File: config.mk
export PLATFORM = sky130hd
export DESIGN_NAME = sys_time
export DESIGN_NICKNAME = d
export VERILOG_FILES = /design/src/ep_pkg.sv /design/src/sys_time.sv
export SDC_FILE = /design/constraint.sdc
export NUM_CORES = 1
export LEC_CHECK = 0
export ABC_CLOCK_PERIOD_IN_PS = 8900
export BUFFER_PORTS_ARGS = -buffer_cell sky130_fd_sc_hd__buf_4
export CORE_MARGIN = 10
export CORE_UTILIZATION = 55
export CTS_BUF_LIST = sky130_fd_sc_hd__clkbuf_16
export DETAILED_ROUTE_END_ITERATION = 16
export MAX_ROUTING_LAYER = met4
export PLACE_DENSITY_LB_ADDON = 0.05
export SLEW_MARGIN = 20
export SYNTH_ARGS = -nofsm -noshare
export SYNTH_HDL_FRONTEND = slang
export SYNTH_SLANG_ARGS = --single-unit
File: constraint.sdc
create_clock -name trn_clk -period 8.9 [get_ports trn_clk]
set_input_delay 0.445 -clock trn_clk [delete_from_list [all_inputs] [get_ports trn_clk]]
set_output_delay 0.445 -clock trn_clk [all_outputs]
set_load 0.1 [all_outputs]
File: src/ep_pkg.sv
// --------------------------------------------------------------------------
// Endpoint register block definitions
// Local-link widths, register map, TLP header layouts and the register
// write and interrupt configuration bundles shared by all blocks
// --------------------------------------------------------------------------
package ep_pkg;

    // ----------------------------------------------------------------------
    // Widths and timing
    // ----------------------------------------------------------------------
    localparam int TRN_DATA_W = 64;                    // Local-link data
    localparam int TRN_REM_W  = 8;                     // Byte-valid remainder
    localparam int BAR_HIT_W  = 7;
    localparam int REG_ADDR_W = 4;                     // Doubleword index
    localparam int TIME_W     = 32;

    localparam logic [TIME_W-1:0] NS_PER_SEC = 32'd1_000_000_000;
    localparam int unsigned NS_PER_TICK_DEF  = 4;      // 250 MHz trn_clk

    localparam int REG_BAR_IDX = 2;                    // Register BAR hit bit
    localparam int NUM_IRQ_SRC = 2;                    // Receive, transmit

    // ----------------------------------------------------------------------
    // Register map, index taken from address bits 5:2
    // ----------------------------------------------------------------------
    localparam logic [REG_ADDR_W-1:0] REG_INT_EN     = 4'd0;
    localparam logic [REG_ADDR_W-1:0] REG_INT_PERIOD = 4'd1;
    localparam logic [REG_ADDR_W-1:0] REG_TIME_NSECS = 4'd2;
    localparam logic [REG_ADDR_W-1:0] REG_TIME_SECS  = 4'd3;
    localparam logic [REG_ADDR_W-1:0] REG_TS_EN      = 4'd4;
    localparam logic [REG_ADDR_W-1:0] REG_RX_RESEND  = 4'd5;
    localparam logic [REG_ADDR_W-1:0] REG_TX_RESEND  = 4'd6;

    // Memory write fmt/type bytes
    localparam logic [7:0] FMT_MWR_3DW = 8'h40;
    localparam logic [7:0] FMT_MWR_4DW = 8'h60;

    typedef struct packed {
        logic [7:0]  fmt_type;
        logic [13:0] tc_attr;                          // TC, TD, EP, attr, reserved
        logic [9:0]  length;                           // In doublewords
    } tlp_dw0_t;

    typedef struct packed {
        logic [31:0] addr;
        logic [31:0] data;
    } mwr32_qw_t;

    typedef struct packed {
        logic [31:0] addr_hi;
        logic [31:0] addr_lo;
    } mwr64_qw_t;

    // Second beat, layout depends on header size
    typedef union packed {
        mwr32_qw_t mwr32;
        mwr64_qw_t mwr64;
    } tlp_qw1_u;

    typedef struct packed {
        logic                  valid;
        logic [REG_ADDR_W-1:0] idx;
        logic [31:0]           data;
    } reg_wr_t;

    typedef struct packed {
        logic        en;
        logic [31:0] period;                           // Moderation, in cycles
    } int_cfg_t;

endpackage

File: src/sys_time.sv
// --------------------------------------------------------------------------
// System time
// Free running seconds/nanoseconds clock, loadable by the host, plus the
// receive timestamp enable bit
// --------------------------------------------------------------------------
`timescale 1ns/100ps

module sys_time import ep_pkg::*; #(
    parameter int unsigned NS_PER_TICK = NS_PER_TICK_DEF
) (
    input  logic              trn_clk,
    input  logic              arst_n,
    input  reg_wr_t           reg_wr,
    output logic [TIME_W-1:0] sys_nsecs,
    output logic [TIME_W-1:0] sys_secs,
    output logic              rx_timestamp_en
);

    logic [TIME_W-1:0] ns_sum;
    logic              wrap;
    logic              ld_ns;
    logic              ld_s;

    assign ns_sum = sys_nsecs + TIME_W'(NS_PER_TICK);
    assign wrap   = ns_sum >= NS_PER_SEC;           // Second boundary crossed
    assign ld_ns  = reg_wr.valid && reg_wr.idx == REG_TIME_NSECS;
    assign ld_s   = reg_wr.valid && reg_wr.idx == REG_TIME_SECS;

    always_ff @(posedge trn_clk or negedge arst_n) begin
        if (!arst_n) begin
            sys_nsecs       <= '0;
            sys_secs        <= '0;
            rx_timestamp_en <= 1'b0;
        end else begin
            if (ld_ns) begin
                sys_nsecs <= reg_wr.data;           // Load wins over count
            end else if (wrap) begin
                sys_nsecs <= ns_sum - NS_PER_SEC;
            end else begin
                sys_nsecs <= ns_sum;
            end
            if (ld_s) begin
                sys_secs <= reg_wr.data;
            end else if (wrap) begin
                sys_secs <= sys_secs + 1'b1;
            end
            if (reg_wr.valid && reg_wr.idx == REG_TS_EN) begin
                rx_timestamp_en <= reg_wr.data[0];
            end
        end
    end

    // Host loads are expected in range, so the wrap keeps it there
    nsecs_range: assert property (@(posedge trn_clk) disable iff (!arst_n)
        sys_nsecs < NS_PER_SEC);

endmodule

==> run summary, run 1 <==
Setup TNS -> 0 ps
Layout area overhead -> 23.6%
Fill cells -> 717
post-route minimum period -> 4410 ps
Synth Register Bits -> 65
Max-Cap Viols -> 0
area of placed instances -> 5310 um^2
Mapped Area -> 4530 um^2
DR DRC count -> 0
crit path cell chain -> nand4_2 > or4_1 > nor2_1 > xnor2_1 > a31oi_1 > o21ai_2 > nand2_2 > nor4b_1 > xnor2_1 > a21oi_1
DRT Wirelength -> 13,400 um
die area -> 12,300 um^2
Worst Hold Class -> primary input to async pin
I/O pin count -> 104
Setup Viol. Count Final -> 0
Final Cycle Share -> 49.5%
Yosys warnings -> 0
clock latency on the worst-skew pair -> 330 ps
number of buffers created by CTS -> 9
drt initial violations -> 219
CP max stage delay -> 750 ps
# hold bufs at CTS -> 0
pin count of the biggest net entering global routing -> 66
top post-synthesis cells by area -> dfrtp_1 36%, xnor2_1 12%, nor2_1 5.4%
post-layout util -> 68.9%
Die H -> 111 um
critical path capture point type -> flop
reg-to-reg startpoint -> sys_nsecs[9]
first-pass GRT wire length -> 21,800 um
EDFF count, synth -> 0
Total GRT Usage -> 21.9%
RSZ-0062 raised after global routing -> false
Synth Instances -> 533
Max Freq -> 227 MHz
post-DP HPWL -> 9870 um
Main synth FF type -> dfrtp_1
CTS max path bufs -> 2
crit path to -> sys_secs[25]
Final Slew Violations -> 0
clock sink count -> 65
worst slew pin tran -> 1070 ps
CTS H-tree lvls -> 3
post_cts resized -> 0
commonest cells after routing, fill and taps aside -> 105 x buf_4, 65 x nor2_1, 65 x dfrtp_1
ys async rst share -> 100%
commonest non-fill, non-tap cell in the layout -> buf_4
via/cell ratio -> 5.84
Hold Violations, Final -> 0
Worst Path Required -> 9080 ps
Antenna Cells -> 0
sequential cell area fraction in the yosys report -> 35.9%
Cell variety after synth -> 59
Placer Congestion -> 0.896
Clk pin slew, worst setup/hold paths -> 60 ps
Final #Nets -> 662
number of global-route vias before repair -> 4,201
status -> finished clean
worst-path fanout max -> 47
Reg2Reg Setup Slack -> 4490 ps
clk_skew -> 8.14 ps
Via Count -> 4,265
crit path from -> sys_nsecs[9]
Congestion Overflow GR -> 0
Starting Density -> 55.7%
Core ar. -> 8130 um^2
share of cells above drive strength 1 -> 23.4%
Setup CP Type -> flop to flop
Routed wire per std cell -> 18.4 um
Std-Cell Rows -> 33
initial antenna violation count -> 0
CP dominant cell by count -> xnor2_1
clock root cell -> clkbuf_16
CTS tree -> yes
Worst path slowest cell -> or4_1
Rel. slew slack -> 28.5%
die width -> 111 um
share of the synthesized area in the top cell type -> 35.9%
R2R Path End -> sys_secs[25]
Setup Fix Bufs, Post-CTS -> 0
Hold Worst Slack -> 198 ps
average size of a mapped cell -> 8.50 um^2
crit path launch type -> flop
syn_nets -> 575
TritonRoute pass-1 iters -> 4
cell taking the most area after synthesis -> dfrtp_1
Crit path arrival time -> 4580 ps
Routed Antenna Nets -> 0
R2R depth -> 10
Design Area, Final -> 5600 um^2
Port Buf Inserts -> 103
worst min path at each step:
stage	end	from	slack (ps)
after floorplan	rx_timestamp_en	arst_n	150
after global placement	sys_nsecs[0]	sys_nsecs[0]	460
after detailed placement	sys_nsecs[0]	sys_nsecs[0]	470
after CTS	sys_nsecs[16]	arst_n	260
after global routing	sys_nsecs[15]	arst_n	290
final	sys_nsecs[15]	arst_n	200
metal layers:
| layer | share of wire, % | global-route usage, % | vias up |
|---|---|---|---|
| li1 | - | - | 2060 |
| met1 | 44 | 27.8 | 2021 |
| met2 | 47 | 33.5 | 163 |
| met3 | 6.9 | 5.19 | 21 |
| met4 | 2.1 | 6.94 | 0 |
| met5 | 0 | - | - |
flip-flops by register name, summed over array words and instances (netlist names):
name             cells
rx_timestamp_en      1
sys_nsecs           32
sys_secs            32
stage by stage:
| step | std cells | setup WS, ps |
|---|---|---|
| 2_1_floorplan | 533 | 4840 |
| 3_3_place_gp | 714 | 4740 |
| 3_5_place_dp | 714 | 4590 |
| 4_1_cts | 730 | 4550 |
| 5_1_grt | 730 | 4190 |
| 6_report | 730 | 4490 |
area by class of cell:
class                           instances  area, um^2  share of cell area [%]
Clock buffer                            9         225                    4.02
Tap cell                              105         131                    2.34
Multi-Input combinational cell        432        2740                    48.8
Sequential cell                        65        1630                    29.0
Clock inverter                          7        70.1                    1.25
Inverter                                7        26.3                   0.469
Timing Repair Buffer                  105         788                    14.1
cell usage after synthesis, drive strengths merged, types with 4 or more instances:
cell type and count:
nor2 65, inv 7, and3 11, a21oi 47, a31oi 4, nor4b 9, o21ai 27, dfrtp 65
nand3 31, nand4 12, clkbuf 19, buf 10, xor2 17, xnor2 62, nand2 58, nor3 15
nor4 18, nor3b 5, or3 4
critical path, delay by kind of cell (launching register included):
kind	cells	cell delay, ps
flip-flops	1	500
XOR/XNOR	2	420
AND/OR/NAND/NOR	5	2760
AO/OA/AOI/OAI	3	520
cell families (layout without fill, tap and decap cells):
group	Yosys count	after routing	share of synthesized area (%)
buffers and inverters	36	128	3.75
flip-flops	65	65	35.9
multiplexers	5	5	1.19
AND/OR/NAND/NOR	245	245	30.0
adder cells (fa/ha/maj)	3	3	0.828
AO/OA/AOI/OAI	100	100	12.9
XOR/XNOR	79	79	15.4
Power of run 1 is left out: the tool's default activity adds up to more than one toggle a clock period on the data nets, which glitch-free logic cannot reach.
==> run 2: changes to the inputs <==
--- a/config.mk
+++ b/config.mk
@@ -5,10 +5,10 @@
 export SDC_FILE = /design/constraint.sdc
 export NUM_CORES = 1
 export LEC_CHECK = 0
-export ABC_CLOCK_PERIOD_IN_PS = 8900
+export ABC_CLOCK_PERIOD_IN_PS = 3500
 export BUFFER_PORTS_ARGS = -buffer_cell sky130_fd_sc_hd__buf_4
 export CORE_MARGIN = 10
-export CORE_UTILIZATION = 55
+export CORE_UTILIZATION = 50
 export CTS_BUF_LIST = sky130_fd_sc_hd__clkbuf_16
 export DETAILED_ROUTE_END_ITERATION = 16
 export MAX_ROUTING_LAYER = met4
==> constraint.sdc (replaced) <==
create_clock -name trn_clk -period 3.5 [get_ports trn_clk]
set_input_delay 0.175 -clock trn_clk [delete_from_list [all_inputs] [get_ports trn_clk]]
set_output_delay 0.175 -clock trn_clk [all_outputs]
set_load 0.1 [all_outputs]
==> run 2 against run 1 <==
  * Core utilization decreased by 2.2 points
  * Setup slack worse by 4300 ps
  * Flip-flop and latch count did not move
  * Via count decreased by 0.30%
  * Cell count grew 2.3%
  * First-iteration DRC count down 6.8%
  * Non-clock buffer count grew 14
  * Die area increased by 8.2%
  * Clock skew is 1.5 ps lower
  * Count of clock-buffer cells in the layout unchanged
==> run summary, run 2 (same netlist as run 1, synthesis figures left out) <==
status -> finished clean
crit path launch type -> flop
drt initial violations -> 204 (-6.8%)
CTS tree -> yes
post-route minimum period -> 3290 ps (-1120 ps)
Die H -> 115 um (+4.0%)
Rel. slew slack -> 43.0% (+14 points)
pin count of the biggest net entering global routing -> 66 (unchanged)
I/O pin count -> 104 (unchanged)
Setup CP Type -> flop to flop
DR DRC count -> 0 (unchanged)
CP max stage delay -> 510 ps (-240 ps)
Final #Nets -> 676 (+2.1%)
Congestion Overflow GR -> 0 (unchanged)
Via Count -> 4,252 (-0.30%)
number of global-route vias before repair -> 4,348 (+3.5%)
initial antenna violation count -> 0 (unchanged)
crit path cell chain -> ha_2 > and3_1 > o41ai_1 > a31oi_1 > a21boi_0 > o311ai_2 > a21o_4 > nand2_2 > buf_12 > nor4_1 > xnor2_1 > a21oi_1
Final Slew Violations -> 0 (unchanged)
die area -> 13,300 um^2 (+8.2%)
Core ar. -> 8760 um^2 (+7.7%)
Hold Worst Slack -> 55.6 ps (-143 ps)
commonest cells after routing, fill and taps aside -> 116 x buf_4, 64 x nor2_1, 61 x xnor2_1
Crit path arrival time -> 3480 ps (-1100 ps)
DRT Wirelength -> 13,500 um (+0.66%)
Worst Path Required -> 3690 ps (-5390 ps)
worst-path fanout max -> 23 (-51%)
Max-Cap Viols -> 0 (unchanged)
Total GRT Usage -> 20.6% (-1.2 points)
Setup Viol. Count Final -> 0 (unchanged)
Port Buf Inserts -> 103 (unchanged)
Largest regs -> sys_nsecs: 32 flops, sys_secs: 32 flops, rx_timestamp_en: 1 flops
Max Freq -> 304 MHz (+34%)
Antenna Cells -> 0 (unchanged)
clk_skew -> 6.65 ps (-1.48 ps)
Hold Violations, Final -> 0 (unchanged)
clock sink count -> 65 (unchanged)
Starting Density -> 51.7% (-4.0 points)
share of cells above drive strength 1 -> 28.3% (+5.0 points)
via/cell ratio -> 5.69 (-2.6%)
Placer Congestion -> 0.898 (+0.29%)
CTS max path bufs -> 2 (unchanged)
number of buffers created by CTS -> 9 (unchanged)
Worst path slowest cell -> dfrtp_4
Clk pin slew, worst setup/hold paths -> 60 ps (about the same)
Worst Hold Class -> primary input to flop
TritonRoute pass-1 iters -> 5 (+1)
Routed Antenna Nets -> 0 (unchanged)
critical path capture point type -> flop
Routed wire per std cell -> 18.1 um (-1.6%)
commonest non-fill, non-tap cell in the layout -> buf_4
Layout area overhead -> 28.9%
post-DP HPWL -> 10,100 um (+2.5%)
Final Cycle Share -> 94.0% (+44 points)
first-pass GRT wire length -> 21,600 um (-1.0%)
clock root cell -> clkbuf_16
die width -> 115 um (+4.0%)
clock latency on the worst-skew pair -> 330 ps (about the same)
CTS H-tree lvls -> 3 (unchanged)
RSZ-0062 raised after global routing -> false
Std-Cell Rows -> 34 (+3.0%)
worst slew pin tran -> 856 ps (-213 ps)
Setup TNS -> 0 ps (unchanged)
-- run 2: metrics by stage --
| step | instance area, um^2 | util, % | worst slack, ps | instances |
|---|---|---|---|---|
| 3_3_place_gp | 5460 | 62.3 | 228 | 729 |
| 5_1_grt | 5840 | 66.7 | 0.417 | 747 |
| 2_1_floorplan | 4570 | - | 0.425 | 533 |
| 4_1_cts | 5790 | 66.1 | 83.8 | 746 |
| 3_5_place_dp | 5460 | 62.3 | 110 | 729 |
| 6_report | 5840 | 66.7 | 210 | 747 |
-- run 2: area by class of cell --
type / count / area (um^2)
clock inverters: 7 / 93.8
well taps: 108 / 135
inverters: 7 / 26.3
repair buffers: 119 / 921
flip-flops and latches: 65 / 1660
clock buffers: 9 / 225
fillers: 764 / 2920
multi-input cells: 432 / 2790
-- run 2: repair_timing --
action / 4_1_cts / 5_1_grt
hold buffers: 1 / 0
setup endpoints to repair: 0 / 36
gates resized for setup: 0 / 7
hold endpoints to repair: 27 / 0
setup buffers: 0 / 1
-- run 2: final timing paths --
check                      slack [ps]    startpoint  cells past startpoint       endpoint
hold / removal                     60     reg_wr[0]                      3   sys_nsecs[0]
setup reg to reg                  210  sys_nsecs[3]                     12   sys_secs[31]
min in group asynchronous         480        arst_n                      2  sys_nsecs[14]
max in group asynchronous        2350        arst_n                      2   sys_nsecs[2]
setup / recovery                  210  sys_nsecs[3]                     12   sys_secs[31]
hold reg to reg                   490  sys_nsecs[1]                      2   sys_nsecs[1]
-- run 2: worst max-delay path, delay by kind of cell, from the launching register on --
kind	cells	cell delay (ps)
compound gates	6	1380
xor+xnor	1	170
fa+ha+maj	1	220
buf+inv	1	180
flops	1	510
simple gates	3	690
-- run 2: layer usage --
| layer | part of all wire (%) | global-route usage (%) | vias to the layer above |
|---|---|---|---|
| li1 | - | - | 2090 |
| met1 | 43 | 25.0 | 2027 |
| met2 | 49 | 33.5 | 118 |
| met3 | 5.9 | 4.06 | 17 |
| met4 | 1.7 | 7.01 | 0 |
| met5 | 0 | - | - |
Power of run 2 is left out for the same reason.
==> run 3: changes to the inputs <==
--- a/config.mk
+++ b/config.mk
@@ -5,10 +5,12 @@
 export SDC_FILE = /design/constraint.sdc
 export NUM_CORES = 1
 export LEC_CHECK = 0
+export ABC_AREA = 1
 export ABC_CLOCK_PERIOD_IN_PS = 3500
 export BUFFER_PORTS_ARGS = -buffer_cell sky130_fd_sc_hd__buf_4
+export CORE_ASPECT_RATIO = 1.5
 export CORE_MARGIN = 10
-export CORE_UTILIZATION = 50
+export CORE_UTILIZATION = 51
 export CTS_BUF_LIST = sky130_fd_sc_hd__clkbuf_16
 export DETAILED_ROUTE_END_ITERATION = 16
 export MAX_ROUTING_LAYER = met4
==> run 3 against run 2 <==
  * Sequential share of layout area down 3.9 points
  * Cell count up 55%
  * Global-route usage up 3.1 points
  * Critical path depth up 4
  * Clock skew about the same
  * Setup slack better by 160 ps
  * Routed wire length up 33%
  * Via count up 42%
  * Flip-flop and latch count unchanged
  * Non-clock buffer count down 10
==> run summary, run 3 <==
status -> finished clean
Setup TNS -> 0 ps (unchanged)
Layout area overhead -> 22.2%
CTS H-tree lvls -> 3 (unchanged)
die area -> 15,300 um^2 (+15%)
Final Slew Violations -> 0 (unchanged)
Placer Congestion -> 0.954 (+6.2%)
endpoint of the worst hold path -> sys_nsecs[23]
Yosys warnings -> 0 (unchanged)
Setup CP Type -> flop to flop
Post-Place Cells -> 1,141 (+57%)
count leader, synth -> nand2_1
share of the synthesized area in the top cell type -> 29.9% (-6.0 points)
CTS tree -> yes
Final Cycle Share -> 89.5% (-4.5 points)
Starting Density -> 51.7% (about the same)
critical path capture point type -> flop
Std-Cell Rows -> 46 (+35%)
clock sink count -> 65 (unchanged)
Synth Instances -> 909 (+71%)
Max Freq -> 319 MHz (+5.1%)
clock latency on the worst-skew pair -> 330 ps (about the same)
R2R Path End -> sys_secs[30]
via/cell ratio -> 5.21 (-8.4%)
Adder-Cell Fraction of Synth Area -> 0.689% (-0.14 points)
hold path depth -> 3 (unchanged)
commonest non-fill, non-tap cell in the layout -> nand2_1
share of cells above drive strength 1 -> 15.5% (-13 points)
R2R depth -> 16 (+4)
Setup Viol. Count Final -> 0 (unchanged)
Mapped Area -> 5450 um^2 (+20%)
CTS max path bufs -> 2 (unchanged)
Main synth FF type -> dfrtp_1
Rel. slew slack -> 37.2% (-5.7 points)
worst-path fanout max -> 52 (+130%)
Compound-Gate Fraction of Synth Area -> 3.56% (-9.4 points)
Fill cells -> 1,074 (+41%)
post-synthesis mux area share -> 0% (-1.2 points)
Crit path arrival time -> 3400 ps (-80 ps)
cell taking the most area after synthesis -> dfrtp_1
drt initial violations -> 324 (+59%)
reg-to-reg startpoint -> sys_nsecs[2]
number of global-route vias before repair -> 5,825 (+34%)
RSZ-0062 raised after global routing -> false
top post-synthesis cells by area -> dfrtp_1 30%, nand2_1 27%, nand3_1 11%
die width -> 104 um (-9.4%)
I/O pin count -> 104 (unchanged)
Core ar. -> 10,500 um^2 (+20%)
initial antenna violation count -> 0 (unchanged)
Non-Filler Instances -> 1,157 (+55%)
Max-Cap Viols -> 0 (unchanged)
number of buffers created by CTS -> 9 (unchanged)
Via Count -> 6,031 (+42%)
Port Buf Inserts -> 103 (unchanged)
pin count of the biggest net entering global routing -> 66 (unchanged)
Final #Nets -> 1,051 (+55%)
Routed Antenna Nets -> 0 (unchanged)
DRT Wirelength -> 18,000 um (+33%)
Total GRT Usage -> 23.7% (+3.1 points)
sequential cell area fraction in the yosys report -> 29.9% (-6.0 points)
clk_skew -> 6.63 ps (-0.0260 ps)
main combinational cell family by area after synthesis -> simple AND/OR/NAND/NOR gates
Die H -> 147 um (+27%)
Worst Hold Class -> primary input to flop
Clk pin slew, worst setup/hold paths -> 60 ps (about the same)
syn_nets -> 951 (+65%)
Worst Path Required -> 3760 ps (+70 ps)
Synth Register Bits -> 65 (unchanged)
worst slew pin tran -> 941 ps (+84.8 ps)
EDFF count, synth -> 0 (unchanged)
Largest regs -> sys_nsecs: 32 flops, sys_secs: 32 flops, rx_timestamp_en: 1 flops
first-pass GRT wire length -> 28,800 um (+33%)
min-delay src -> reg_wr[23]
Antenna Cells -> 0 (unchanged)
top post-synthesis cells by count -> 397 x nand2_1, 123 x nand3_1, 88 x nor2_1
Routed wire per std cell -> 15.5 um (-14%)
post-route minimum period -> 3130 ps (-159 ps)
Reg2Reg Setup Slack -> 370 ps (+160 ps)
Congestion Overflow GR -> 0 (unchanged)
DR DRC count -> 0 (unchanged)
crit path launch type -> flop
Setup Fix Bufs, Post-CTS -> 0 (unchanged)
post-DP HPWL -> 14,200 um (+40%)
post-synthesis simple-gate area fraction -> 52.6% (+23 points)
Cell variety after synth -> 33 (-44%)
ys async rst share -> 100% (unchanged)
Post-Synth XOR/XNOR Area -> 5.15% (-10 points)
Hold Violations, Final -> 0 (unchanged)
average size of a mapped cell -> 5.99 um^2 (-30%)
clock root cell -> clkbuf_16
commonest cells after routing, fill and taps aside -> 397 x nand2_1, 123 x nand3_1, 106 x buf_4
TritonRoute pass-1 iters -> 5 (unchanged)
[run 3: cell types whose count changed after synthesis, sizes merged, moves of 11 or more]
cell / before / now
xnor2: 62 / 16
nor2: 65 / 104
nand2: 58 / 406
nand3: 31 / 125
and3: 11 / 0
a21oi: 47 / 5
inv: 7 / 83
nor4: 18 / 2
[run 3: routing by layer]
| layer | up-vias | global-route usage (%) | wire length (um) |
|---|---|---|---|
| li1 | 3078 | - | - |
| met1 | 2742 | 27.6 | 7550 |
| met2 | 170 | 40.3 | 8990 |
| met3 | 41 | 2.86 | 807 |
| met4 | 0 | 9.71 | 630 |
| met5 | - | - | 0 |
[run 3: what timing repair did]
action                    CTS  global route
hold buffers                1             0
gates resized for setup     0             0
hold endpoints to repair   60             0
[run 3: kinds of logic (layout without fill, tap and decap cells)]
family / after synthesis / in the layout
simple gates: 670 / 670
compound gates: 36 / 36
xor+xnor: 32 / 32
fa+ha+maj: 3 / 3
buf+inv: 103 / 207
flops: 65 / 65
[run 3: how the worst max path moves through the flow]
stage | startpoint | endpoint | slack, ps | cells past startpoint
after global placement | sys_nsecs[2] | sys_secs[30] | 450 | 16
final | sys_nsecs[2] | sys_secs[30] | 370 | 16
after global routing | sys_nsecs[2] | sys_secs[25] | 110 | 18
after floorplan | sys_nsecs[2] | sys_secs[8] | 370 | 15
after detailed placement | sys_nsecs[2] | sys_secs[19] | 440 | 16
after CTS | sys_nsecs[2] | sys_secs[19] | 410 | 16
[run 3: worst max-delay path: stages (launching register included)]
cell and delay [ps]:
dfrtp_1 460, ha_1 240, nand3_1 220, nor2_2 340, nand3_1 110, nand2_1 70, nand2_1 160, nor2_1 180
nand2_1 90, nor2_1 170, nand3_2 150, nand3_4 190, buf_12 260, nand2_1 100, inv_2 140, nand2_1 70
nand3_1 70
[run 3: cell type report]
| class | count | area [um^2] | share of cell area (%) |
|---|---|---|---|
| Tap cell | 144 | 180 | 2.71 |
| Clock inverter | 6 | 83.8 | 1.26 |
| Multi-Input combinational cell | 741 | 3380 | 50.8 |
| Inverter | 83 | 312 | 4.68 |
| Sequential cell | 65 | 1630 | 24.4 |
| Clock buffer | 9 | 225 | 3.38 |
| Timing Repair Buffer | 109 | 846 | 12.7 |
[run 3: stage by stage]
step                      utilization [%]  instance area [um^2]  hold slack, ps  setup WS (ps)
after floorplan                         -                  5450            -121            369
after global placement               60.2                  6340             335            453
after detailed placement             60.2                  6340             338            443
after CTS                            63.2                  6660            53.6            411
after global routing                 63.2                  6660            67.4            106
final                                63.2                  6660            60.2            369
Power of run 3 is left out for the same reason.
